$ cat config.mk
export PLATFORM = sky130hd
export DESIGN_NAME = bus_decoder
export DESIGN_NICKNAME = d
export VERILOG_FILES = /design/src/design/soc_pkg.sv /design/src/design/bus_decoder.sv
export VERILOG_INCLUDE_DIRS = /design/src /design/src/include
export SDC_FILE = /design/constraint.sdc
export NUM_CORES = 1
export LEC_CHECK = 0
export BUFFER_PORTS_ARGS = -buffer_cell sky130_fd_sc_hd__buf_2
export CORE_ASPECT_RATIO = 1.2
export CORE_MARGIN = 2
export CORE_UTILIZATION = 34
export DETAILED_ROUTE_END_ITERATION = 16
export PLACE_DENSITY = 0.8
export SETUP_SLACK_MARGIN = 0.15
export SLEW_MARGIN = 10
export SYNTH_ARGS = -nofsm -noshare
export SYNTH_HDL_FRONTEND = slang
export SYNTH_SLANG_ARGS = --single-unit
$ cat constraint.sdc
create_clock -name mem_valid -period 1.2 [get_ports mem_valid]
set_clock_uncertainty 0.2 [all_clocks]
set_input_delay 0.24 -clock mem_valid [delete_from_list [all_inputs] [get_ports mem_valid]]
set_output_delay 0.24 -clock mem_valid [all_outputs]
set_load 0.02 [all_outputs]
$ cat src/include/soc_consts.svh
`ifndef SOC_CONSTS_SVH
`define SOC_CONSTS_SVH

// RAM word address width for 256 words.
`define RAM_BITS 8

// Byte lanes per RAM word.
`define RAM_LANES 4

// Region selector is addr[31:SELECT_LSB].
`define SELECT_LSB 27

`define SEL_RAM 5'h02
`define SEL_TIMER 5'h1C
`define SEL_PORTS 5'h1F

// Clock cycles per timer tick.
`define TIMER_PRESCALE 4

`define TIMER_BITS 16

`endif

$ cat src/design/soc_pkg.sv
package soc_pkg;

    // Class of an accepted bus access.
    typedef enum logic [1:0] {
        REGION_NONE,
        REGION_RAM,
        REGION_TIMER,
        REGION_PORTS
    } region_e;

    typedef enum logic [1:0] {
        TIMER_IDLE,
        TIMER_COUNTING,
        TIMER_EXPIRED
    } timer_state_e;

endpackage

$ cat src/design/bus_decoder.sv
`include "soc_consts.svh"

module bus_decoder (
    input  logic                   mem_valid,
    input  logic                   nreset,
    input  logic [31:0]            addr,
    input  logic [31:0]            wdata,
    input  logic [3:0]             wstrb,
    input  logic                   read,
    input  logic                   write,
    output soc_pkg::region_e       acc_region,
    output logic                   acc_read,
    output logic                   acc_write,
    output logic [`RAM_BITS-1:0]   ram_addr,
    output logic [`RAM_LANES-1:0]  lane_we,
    output logic [31:0]            acc_wdata,
    output logic                   acc_wstrb0,
    output logic                   timer_load
);
    import soc_pkg::*;

    region_e region;
    logic    request;

    assign request = read | write;

    always_comb begin
        case (addr[31:`SELECT_LSB])
            `SEL_RAM:   region = REGION_RAM;
            `SEL_TIMER: region = REGION_TIMER;
            `SEL_PORTS: region = REGION_PORTS;
            default:    region = REGION_NONE;
        endcase
        // Idle cycles carry no region.
        if (!request)
            region = REGION_NONE;
    end

    always_ff @(posedge mem_valid) begin
        if (!nreset) begin
            acc_region <= REGION_NONE;
            acc_read   <= 1'b0;
            acc_write  <= 1'b0;
            lane_we    <= '0;
            timer_load <= 1'b0;
        end else begin
            acc_region <= region;
            acc_read   <= read;
            acc_write  <= write;
            lane_we    <= (write && region == REGION_RAM) ? wstrb : '0;
            timer_load <= write && region == REGION_TIMER;
        end
    end

    // Address and data held until the next request.
    always_ff @(posedge mem_valid) begin
        if (request) begin
            ram_addr   <= addr[`RAM_BITS+1:2];
            acc_wdata  <= wdata;
            acc_wstrb0 <= wstrb[0];
        end
    end

    a_single_strobe: assert property (
        @(posedge mem_valid) disable iff (!nreset) !(read && write)
    ) else $error("read and write high together");

endmodule

**Yosys cells after proc, flatten, opt, wreduce, memory -nomap -nowiden**

Index checks and enable logic that the tools add are counted.

- Register bits: 50
- Bits in latches: 0
- RAM bits: 0
- ROM bits: 0
- Input port bits: 72
- Output and inout port bits: 50
- Logic and storage cells: 19
- Memories kept: 0

- Add/subtract/negate cells: 0
- $mul: 0
- Divide/modulo/power cells: 0
- $lt $le $gt $ge: 0
- Eq/ne operators: 5
- Shifts and indexed selects: 0
- Muxes and demuxes: 2
- Bitwise operators: 1
- Reductions and logical operators: 3

Operators by type and width:

| operator | number |
|---|---|
| equality test 5 bit, second input constant | 2 |
| one-hot mux 2 bit (3 select lines) | 1 |
| equality test 5 x 2 -> 1 bit, second input constant | 1 |
| equality test 2 x 1 -> 1 bit, second input constant | 1 |
| equality test 2 bit, second input constant | 1 |
| logical AND 1 bit | 2 |
| 2-to-1 mux 2 bit | 1 |
| AND reduction 2 bit | 1 |
| OR 1 bit | 1 |

**Longest topological paths before layout**

Gate-level depths: netlist of the first run.

- Depth in word-level cells: 6
- Gate-level depth with buffers: 2
- Mapped depth without buffers: 2

**Worst setup path after synthesis of the first run**

Ideal clock, no wire load.

- Path type: input to register
- Start: input read
- End: register acc_wdata[0], enable pin
- Library setup time: 0.380 ns
- Arrival: 0.795 ns
- Path slack: -0.175 ns
- Cell stages on the path: 1
- Path through: or2_2

- Cells in the longest elaborated chain, start to end: 1

Ends and longest elaborated chain:

| what | line | text |
|---|---|---|
| start: declaration | bus_decoder.sv:9 | `input logic read,` |
| OR 1 bit | bus_decoder.sv:25 | `assign request = read \| write;` |
| end signal: assignment | bus_decoder.sv:59 | `acc_wdata <= wdata;` |
| end: declaration | bus_decoder.sv:16 | `output logic [31:0] acc_wdata,` |

No other way between the ends.
A chain may end at the register's enable or synchronous reset.

**Worst setup path after layout of the first run**

- Start: register acc_wdata[2]
- End: output acc_wdata[2]

No word-level cell between the ends.

==> results of run 1 <==
[layout make-up]
type / count / area, um^2
Sequential cell: 50 / 1420
Timing Repair Buffer: 153 / 1320
Fill cell: 257 / 1240
Multi-Input combinational cell: 17 / 138
Tap cell: 56 / 70.1
Clock buffer: 5 / 68.8
Inverter: 5 / 18.8
Clock inverter: 2 / 15.0
[registers in the layout (all words and copies together), names as in the netlist]
register    count
acc_wdata      32
ram_addr        8
lane_we         4
acc_region      2
acc_read        1
acc_write       1
acc_wstrb0      1
timer_load      1
[final timing paths]
| path | startpoint | endpoint | slack (ps) | cells after the start |
|---|---|---|---|---|
| setup / recovery | acc_wdata[2] | acc_wdata[2] | -150 | 1 |
| hold / removal | addr[28] | timer_load | -30 | 2 |
[where the power goes]
group	total (mW)	leakage (nW)	internal, mW	switching (mW)
Sequential	2.10	0.495	2.03	0.0757
Combinational	0.753	0.803	0.414	0.339
Clock	0.944	0.0362	0.399	0.545
Total	3.80	1.33	2.84	0.960
[logic make-up (layout without fill, tap and decap cells)]
kind of cell / after synthesis / count (layout) / share of synthesized area
flops: 50 / 50 / 0.919
simple gates: 13 / 14 / 0.0521
buf+inv: 5 / 165 / 0.0122
compound gates: 2 / 2 / 0.0114
xor+xnor: 1 / 1 / 0.00570
[Yosys cell counts, types with 2 or more instances]
cell type,n,area (um^2)
dfxtp_1,9,180
nand3_1,2,10.0
edfxtp_1,41,1230
nor3_1,5,25.0
and2_1,2,12.5
inv_1,5,18.8
[per-layer routing]
| layer | up-vias | track usage | wire length (um) |
|---|---|---|---|
| met5 | - | 0 | 0 |
| met4 | 0 | 0.0583 | 36 |
| met3 | 5 | 0.0551 | 587 |
| met2 | 91 | 0.346 | 2620 |
| met1 | 617 | 0.209 | 1960 |
| li1 | 586 | - | - |
[stage by stage]
step	util	cells	TNS (ps)	hold slack [ps]
CTS	0.663	288	-3010	-48.8
detailed placement	0.504	235	-9080	218
global route	0.711	288	-5000	-23.6
finish	0.711	288	-3840	-26.0
floorplan	-	71	-110	117
global placement	0.504	235	-8960	217
[what timing repair did]
| action | CTS | global route |
|---|---|---|
| setup endpoints to repair | 96 | 58 |
| hold endpoints to repair | 48 | 1 |
| gates cloned | 1 | 0 |
| pin swaps | 2 | 0 |
| resized for setup | 47 | 67 |
==> impl_metrics.tcl, run 1 <==
set metrics [dict create \
    track_usage 0.190 \
    tightest_slew_ps 365 \
    fp.dieH_um 77.6 \
    wl_per_cell_um 18.1 \
    hold_ws_ps -26.0 \
    cts_tree "done" \
    drc 0 \
    drtPass1Iterations 4 \
    p_leak_nw 1.33 \
    vias 1299 \
    async_flop_share 0 \
    worstPathArrival_ps 910 \
    die_area_um2 5070 \
    ys_ff_latch 50 \
    cp_data_required_time_ps 760 \
    h-tree-depth 2 \
    dp_hpwl_um 2600 \
    die_w_um 65.4 \
    setup_viol_count_final 41 \
    endpoint_kind "output port" \
    syn_avg_cell_area_um2 21.6 \
    hold_viol_final 1 \
    fin_ws_ps -148 \
    synth_edf_count 41 \
    ir_drop_mv 0.609 \
    path_clk_slew_ps 90 \
    num_antenna_cells 0 \
    critPathMaxStageDelay_ps 440 \
    yosys_warnings 0 \
    finalCriticalPeriod_ps 1350 \
    antenna_left 0 \
    postLayoutCellArea_um2 3050 \
    num_io_pins 122 \
    power.total_mw 3.80 \
    grt_pass1_wl_um 6910 \
    path_cells "buf_6" \
    seq_area_frac_synth 0.919 \
    rsz0062_at_grt "yes" \
    cts_sinks 50 \
    drive_gt1_frac 0.569 \
    cts_made_buffers 5 \
    ys_types 13 \
    syn-num-nets 143 \
    coreArea_um2 4290 \
    post-place-ws_ps -230 \
    cts_root_buf "clkbuf_8" \
    syn_area_um2 1540 \
    placed_cell_area_um2 2160 \
    cts_buffer_depth 2 \
    report.final.slew_viol_count 0 \
    grt_overflow 0 \
    period_share 1.12 \
    port_buffers 102 \
    grt_max_degree 22 \
    grt_pass1_vias 1313 \
    status "complete, but fails checks" \
    crit_type "reg -> out" \
    max_freq_ghz 0.742 \
    area_delta_synth_final_pct 98.7 \
    cts_post_setup_buffers_inserted 0 \
    violations "negative hold slack, negative setup slack" \
    yosys_most_used_dff "edfxtp_1" \
    path_buf_inv 1 \
    grt_antenna_before_repair 0 \
    cpLargestDelayFamily "flip-flops" \
    dr.first_iter.drc_count 116 \
    p_per_area_nw_per_um2 1240 \
    rows 26 \
    cap_viol_max_count 0 \
    layout_commonest_cell "buf_2" \
    initial_core_util 0.358 \
    nets 304 \
    wl_um 5210 \
    place.gp.congestion 0.675 \
    hold_class "in -> reg" \
    relSlewSlack 0.754 \
    start_kind "register" \
    drt-vias-per-instance 4.51 \
    layout_common_cells "buf_2 (53), buf_6 (49), dlygate4sd3_1 (42)" \
    synth_cells 71 \
    hold_buffers 45 \
    cp_max_fo 1 \
    cpMaxStageDelayCell "edfxtp_1" \
]
Note: power is estimated with default switching activity, not from simulation.
==> run 2: changes to the inputs <==
--- a/config.mk
+++ b/config.mk
@@ -7,9 +7,10 @@
 export NUM_CORES = 1
 export LEC_CHECK = 0
 export BUFFER_PORTS_ARGS = -buffer_cell sky130_fd_sc_hd__buf_2
+export CELL_PAD_IN_SITES_DETAIL_PLACEMENT = 0
+export CELL_PAD_IN_SITES_GLOBAL_PLACEMENT = 1
 export CORE_ASPECT_RATIO = 1.2
-export CORE_MARGIN = 2
-export CORE_UTILIZATION = 34
+export CORE_UTILIZATION = 26
 export DETAILED_ROUTE_END_ITERATION = 16
 export PLACE_DENSITY = 0.8
 export SETUP_SLACK_MARGIN = 0.15
==> run 2 against run 1 <==
Compared with the run above:
- the run still ends with negative hold slack, negative setup slack left
- sequential cell count unchanged
- combinational power shrank 6.1%
- critical path depth is the same
- sequential share of layout area down 0.13 points
- clock-buffer cell count is 2 higher
- die area grew 23%
- sequential power about the same
- via count fell by 5.3%
- design area up 0.29%
- maximum frequency rose by 4.1%
- critical path type unchanged
- largest power group unchanged
==> impl_metrics.tcl, run 2 (same netlist as run 1, synthesis figures left out) <==
set metrics [dict create \
    wl_per_cell_um 13.2 \
    p_leak_nw 1.34 \
    path_clk_slew_ps 80 \
    final_util 0.540 \
    endpoint_kind "output port" \
    place.gp.congestion 0.638 \
    status "complete, but fails checks" \
    die_area_um2 6220 \
    violations "negative hold slack, negative setup slack" \
    use_met2 0.237 \
    initial_core_util 0.271 \
    setup_viol_count_final 41 \
    grt_max_degree 22 \
    grt_overflow 0 \
    critPathMaxStageDelay_ps 410 \
    wl_um 4140 \
    cts_buffer_depth 2 \
    fp.dieH_um 86.2 \
    rows 30 \
    grt_pass1_wl_um 5860 \
    coreArea_um2 5670 \
    worstPathArrival_ps 860 \
    cap_viol_max_count 0 \
    rsz0062_at_grt "yes" \
    hold_class "in -> reg" \
    met3_usage 0.0442 \
    relSlewSlack 0.774 \
    grt_antenna_before_repair 0 \
    period_share 1.08 \
    cp_max_fo 1 \
    finalCriticalPeriod_ps 1300 \
    num_antenna_cells 0 \
    cts_post_setup_buffers_inserted 0 \
    drt-vias-per-instance 3.93 \
    reg_top3 "acc_wdata (32), ram_addr (8), lane_we (4)" \
    grt_pass1_vias 1330 \
    tightest_slew_ps 335 \
    dp_hpwl_um 2480 \
    cts_sinks 50 \
    hold_depth 2 \
    start_kind "register" \
    hold_ws_ps -42.3 \
    antenna_left 0 \
    hold_buffers 45 \
    p_per_area_nw_per_um2 1280 \
    cpMaxStageDelayCell "edfxtp_1" \
    hold_viol_final 1 \
    h-tree-depth 2 \
    max_freq_ghz 0.772 \
    num_io_pins 122 \
    path_buf_inv 1 \
    cts_root_buf "clkbuf_8" \
    drtPass1Iterations 4 \
    layout_commonest_cell "buf_2" \
    area_delta_synth_final_pct 99.3 \
    vias 1230 \
    hold_end "timer_load" \
    power.total_mw 3.92 \
    die_w_um 72.2 \
    report.final.slew_viol_count 0 \
    layoutNonFillerInstCount 313 \
    crit_type "reg -> out" \
    min-delay-start "addr[28]" \
    ir_drop_mv 0.755 \
    track_usage 0.127 \
    drc 0 \
    cpLargestDelayFamily "flip-flops" \
    top_usage_layer "met2" \
    cts_tree "done" \
    port_buffers 102 \
    cp_data_required_time_ps 760 \
    largest_reg_flops 32 \
    tns_ps -2710 \
    drive_gt1_frac 0.562 \
    regMostFlops "acc_wdata" \
    global_route.usage.met1 0.133 \
    dr.first_iter.drc_count 42 \
    placed_cells 259 \
    layout_common_cells "buf_2 (60), dlygate4sd3_1 (42), buf_6 (42)" \
    fin_ws_ps -95.1 \
    nets 304 \
    cts_made_buffers 5 \
    path_cells "buf_6" \
]
[run 2: per-layer routing]
layer | part of all wire | up-vias | routed length (um)
li1 | - | 591 | -
met1 | 0.37 | 571 | 1550
met2 | 0.55 | 66 | 2260
met3 | 0.079 | 2 | 325
met4 | 0.0014 | 0 | 6
met5 | 0 | - | 0
[run 2: worst max path at each step]
| stage | start | end | slack (ps) | cells after the start |
|---|---|---|---|---|
| global route | acc_wdata[1] | acc_wdata[1] | -140 | 1 |
| floorplan | addr[29] | acc_region[0] | -30 | 2 |
| CTS | acc_wdata[16] | acc_wdata[16] | -110 | 1 |
| finish | acc_wdata[1] | acc_wdata[1] | -100 | 1 |
| global placement | write | acc_wdata[10] | -190 | 2 |
| detailed placement | addr[29] | lane_we[1] | -220 | 3 |
[run 2: layout make-up]
class | count | area (um^2)
timing repair buffer | 153 | 1280
clock inverter | 1 | 30.0
tap | 80 | 100
clock buffer | 7 | 76.3
sequential | 50 | 1420
fill | 471 | 2610
multi-input combinational | 17 | 138
inverter | 5 | 18.8
[run 2: stage by stage]
stage	worst slack, ps	hold slack (ps)	cell area [um^2]
final	-95.1	-42.3	3060
after floorplan	-33.4	117	1540
after CTS	-112	-56.8	2890
after global routing	-144	-49.9	3060
after detailed placement	-222	218	2190
after global placement	-192	217	2190
[run 2: repair_timing]
action                                 4_1_cts  5_1_grt
gates resized for setup                     45       54
setup endpoints to repair                   96       56
cloned                                       1        0
pin swaps                                    1        1
endpoints found under the hold margin       48        2
[run 2: where the power goes]
group	switching, mW	total, mW	internal (mW)
Clock	0.508	1.13	0.624
Combinational	0.320	0.707	0.387
Sequential	0.0562	2.08	2.03
==> run 3: changes to the inputs <==
--- a/config.mk
+++ b/config.mk
@@ -10,6 +10,7 @@
 export CELL_PAD_IN_SITES_DETAIL_PLACEMENT = 0
 export CELL_PAD_IN_SITES_GLOBAL_PLACEMENT = 1
 export CORE_ASPECT_RATIO = 1.2
+export CORE_MARGIN = 8
 export CORE_UTILIZATION = 26
 export DETAILED_ROUTE_END_ITERATION = 16
 export PLACE_DENSITY = 0.8
==> run 3 against run 2 <==
Compared with the run above:
- the flow still finishes with violations (negative hold slack, negative setup slack)
- sequential share of layout area is 0.40 points lower
- global-route usage shrank 1.2 points
- sequential power barely moved
- via count grew 1.6%
==> impl_metrics.tcl, run 3 (same netlist as run 1, synthesis figures left out) <==
set metrics [dict create \
    dp_hpwl_um 3210 \
    rows 30 \
    critPathMaxStageDelay_ps 390 \
    layout_commonest_cell "buf_2" \
    initial_core_util 0.271 \
    status "complete, but fails checks" \
    fin_ws_ps -87.5 \
    report.final.slew_viol_count 0 \
    violations "negative hold slack, negative setup slack" \
    seq_power_share 0.547 \
    final_util 0.545 \
    finalCriticalPeriod_ps 1290 \
    wl_um 5180 \
    cts_sinks 50 \
    regMostFlops "acc_wdata" \
    largest_reg_flops 32 \
    num_antenna_cells 0 \
    coreArea_um2 5670 \
    multi_input_comb_area_um2 140 \
    placed_cells 259 \
    register_area_um2 1420 \
    crit_type "reg -> out" \
    drt-vias-per-instance 3.99 \
    vias 1250 \
    period_share 1.07 \
    hold_ws_ps -47.6 \
    path_clk_slew_ps 90 \
    ir_drop_mv 0.633 \
    switching_share 0.236 \
    reg_top3 "acc_wdata (32), ram_addr (8), lane_we (4)" \
    cp_max_fo 1 \
    h-tree-depth 2 \
    layoutNonFillerInstCount 313 \
    tightest_slew_ps 328 \
    area_delta_synth_final_pct 101 \
    nets 304 \
    worstPathArrival_ps 850 \
    path_cells "buf_2" \
    cap_viol_max_count 0 \
    power.internal_mw 2.91 \
    cts_made_buffers 5 \
    hold_buffers 45 \
    track_usage 0.114 \
    cts_root_buf "clkbuf_8" \
    endpoint_kind "output port" \
    path_buf_inv 1 \
    port_buffers 102 \
    relSlewSlack 0.779 \
    die_area_um2 8640 \
    grt_overflow 0 \
    place.gp.congestion 0.689 \
    start_kind "register" \
    wl_per_cell_um 16.5 \
    rsz0062_at_grt "yes" \
    max_freq_ghz 0.777 \
    cpMaxStageDelayCell "edfxtp_1" \
    grt_max_degree 22 \
    cts_buffer_depth 2 \
    antenna_left 0 \
    dr.first_iter.drc_count 28 \
    drtPass1Iterations 4 \
    power_frac_comb 0.196 \
    setup_viol_count_final 41 \
    grt_antenna_before_repair 0 \
    p_leak_nw 1.35 \
    cts_tree "done" \
    drive_gt1_frac 0.567 \
    grt_pass1_wl_um 7610 \
    fp.dieH_um 100 \
    cp_data_required_time_ps 760 \
    cpLargestDelayFamily "flip-flops" \
    hold_class "in -> reg" \
    hold_viol_final 2 \
    fill_cells 462 \
    grt_pass1_vias 1452 \
    drc 0 \
    p_per_area_nw_per_um2 1230 \
    post-place-ws_ps -217 \
    p_clk_frac 0.256 \
    die_w_um 86.2 \
    layout_common_cells "buf_2 (54), buf_6 (48), edfxtp_1 (41), dlygate4sd3_1 (41), dfxtp_2 (9)" \
    p_switching_mw 0.900 \
    num_io_pins 122 \
]
-- run 3: worst paths after layout --
path                       endpoint  slack [ps]  cells past startpoint           from
worst min-delay path     timer_load         -50                      2       addr[28]
worst max-delay path  acc_wdata[19]         -90                      1  acc_wdata[19]
-- run 3: routing by layer --
layer | GRT usage | wire (um) | vias up
met3 | 0.0613 | 579 | 3
li1 | - | - | 587
met1 | 0.111 | 1890 | 584
met5 | 0 | 0 | -
met2 | 0.209 | 2680 | 76
met4 | 0.0199 | 22 | 0
-- run 3: repair_timing --
action / in CTS / in global routing
pin swaps: 2 / 0
setup buffers: 0 / 0
resized for setup: 60 / 54
endpoints found under the setup margin: 96 / 59
hold endpoints to repair: 48 / 3
gates cloned: 1 / 0
-- run 3: final cells by class --
class | count | share of cell area
clock buffers | 8 | 0.0292
multi-input cells | 17 | 0.0454
inverters | 5 | 0.00608
flip-flops and latches | 50 | 0.461
well taps | 80 | 0.0324
repair buffers | 153 | 0.426
-- run 3: power by group through the flow --
stage               combinational [mW]  clock [mW]  sequential, mW
finish                           0.748       0.975            2.08
floorplan                       0.0380           0            2.28
global placement                 0.471           0            2.08
detailed placement               0.478           0            2.09
CTS                              0.658        1.00            2.06
global route                     0.789        1.09            2.10
-- run 3: metrics by stage --
stage          total power, mW  instance area [um^2]  setup TNS (ps)
2_1_floorplan             2.31                  1540            -110
3_3_place_gp              2.56                  2190           -8700
3_5_place_dp              2.57                  2190           -9730
4_1_cts                   3.72                  2930           -2880
5_1_grt                   3.98                  3090           -4540
6_report                  3.81                  3090           -2540
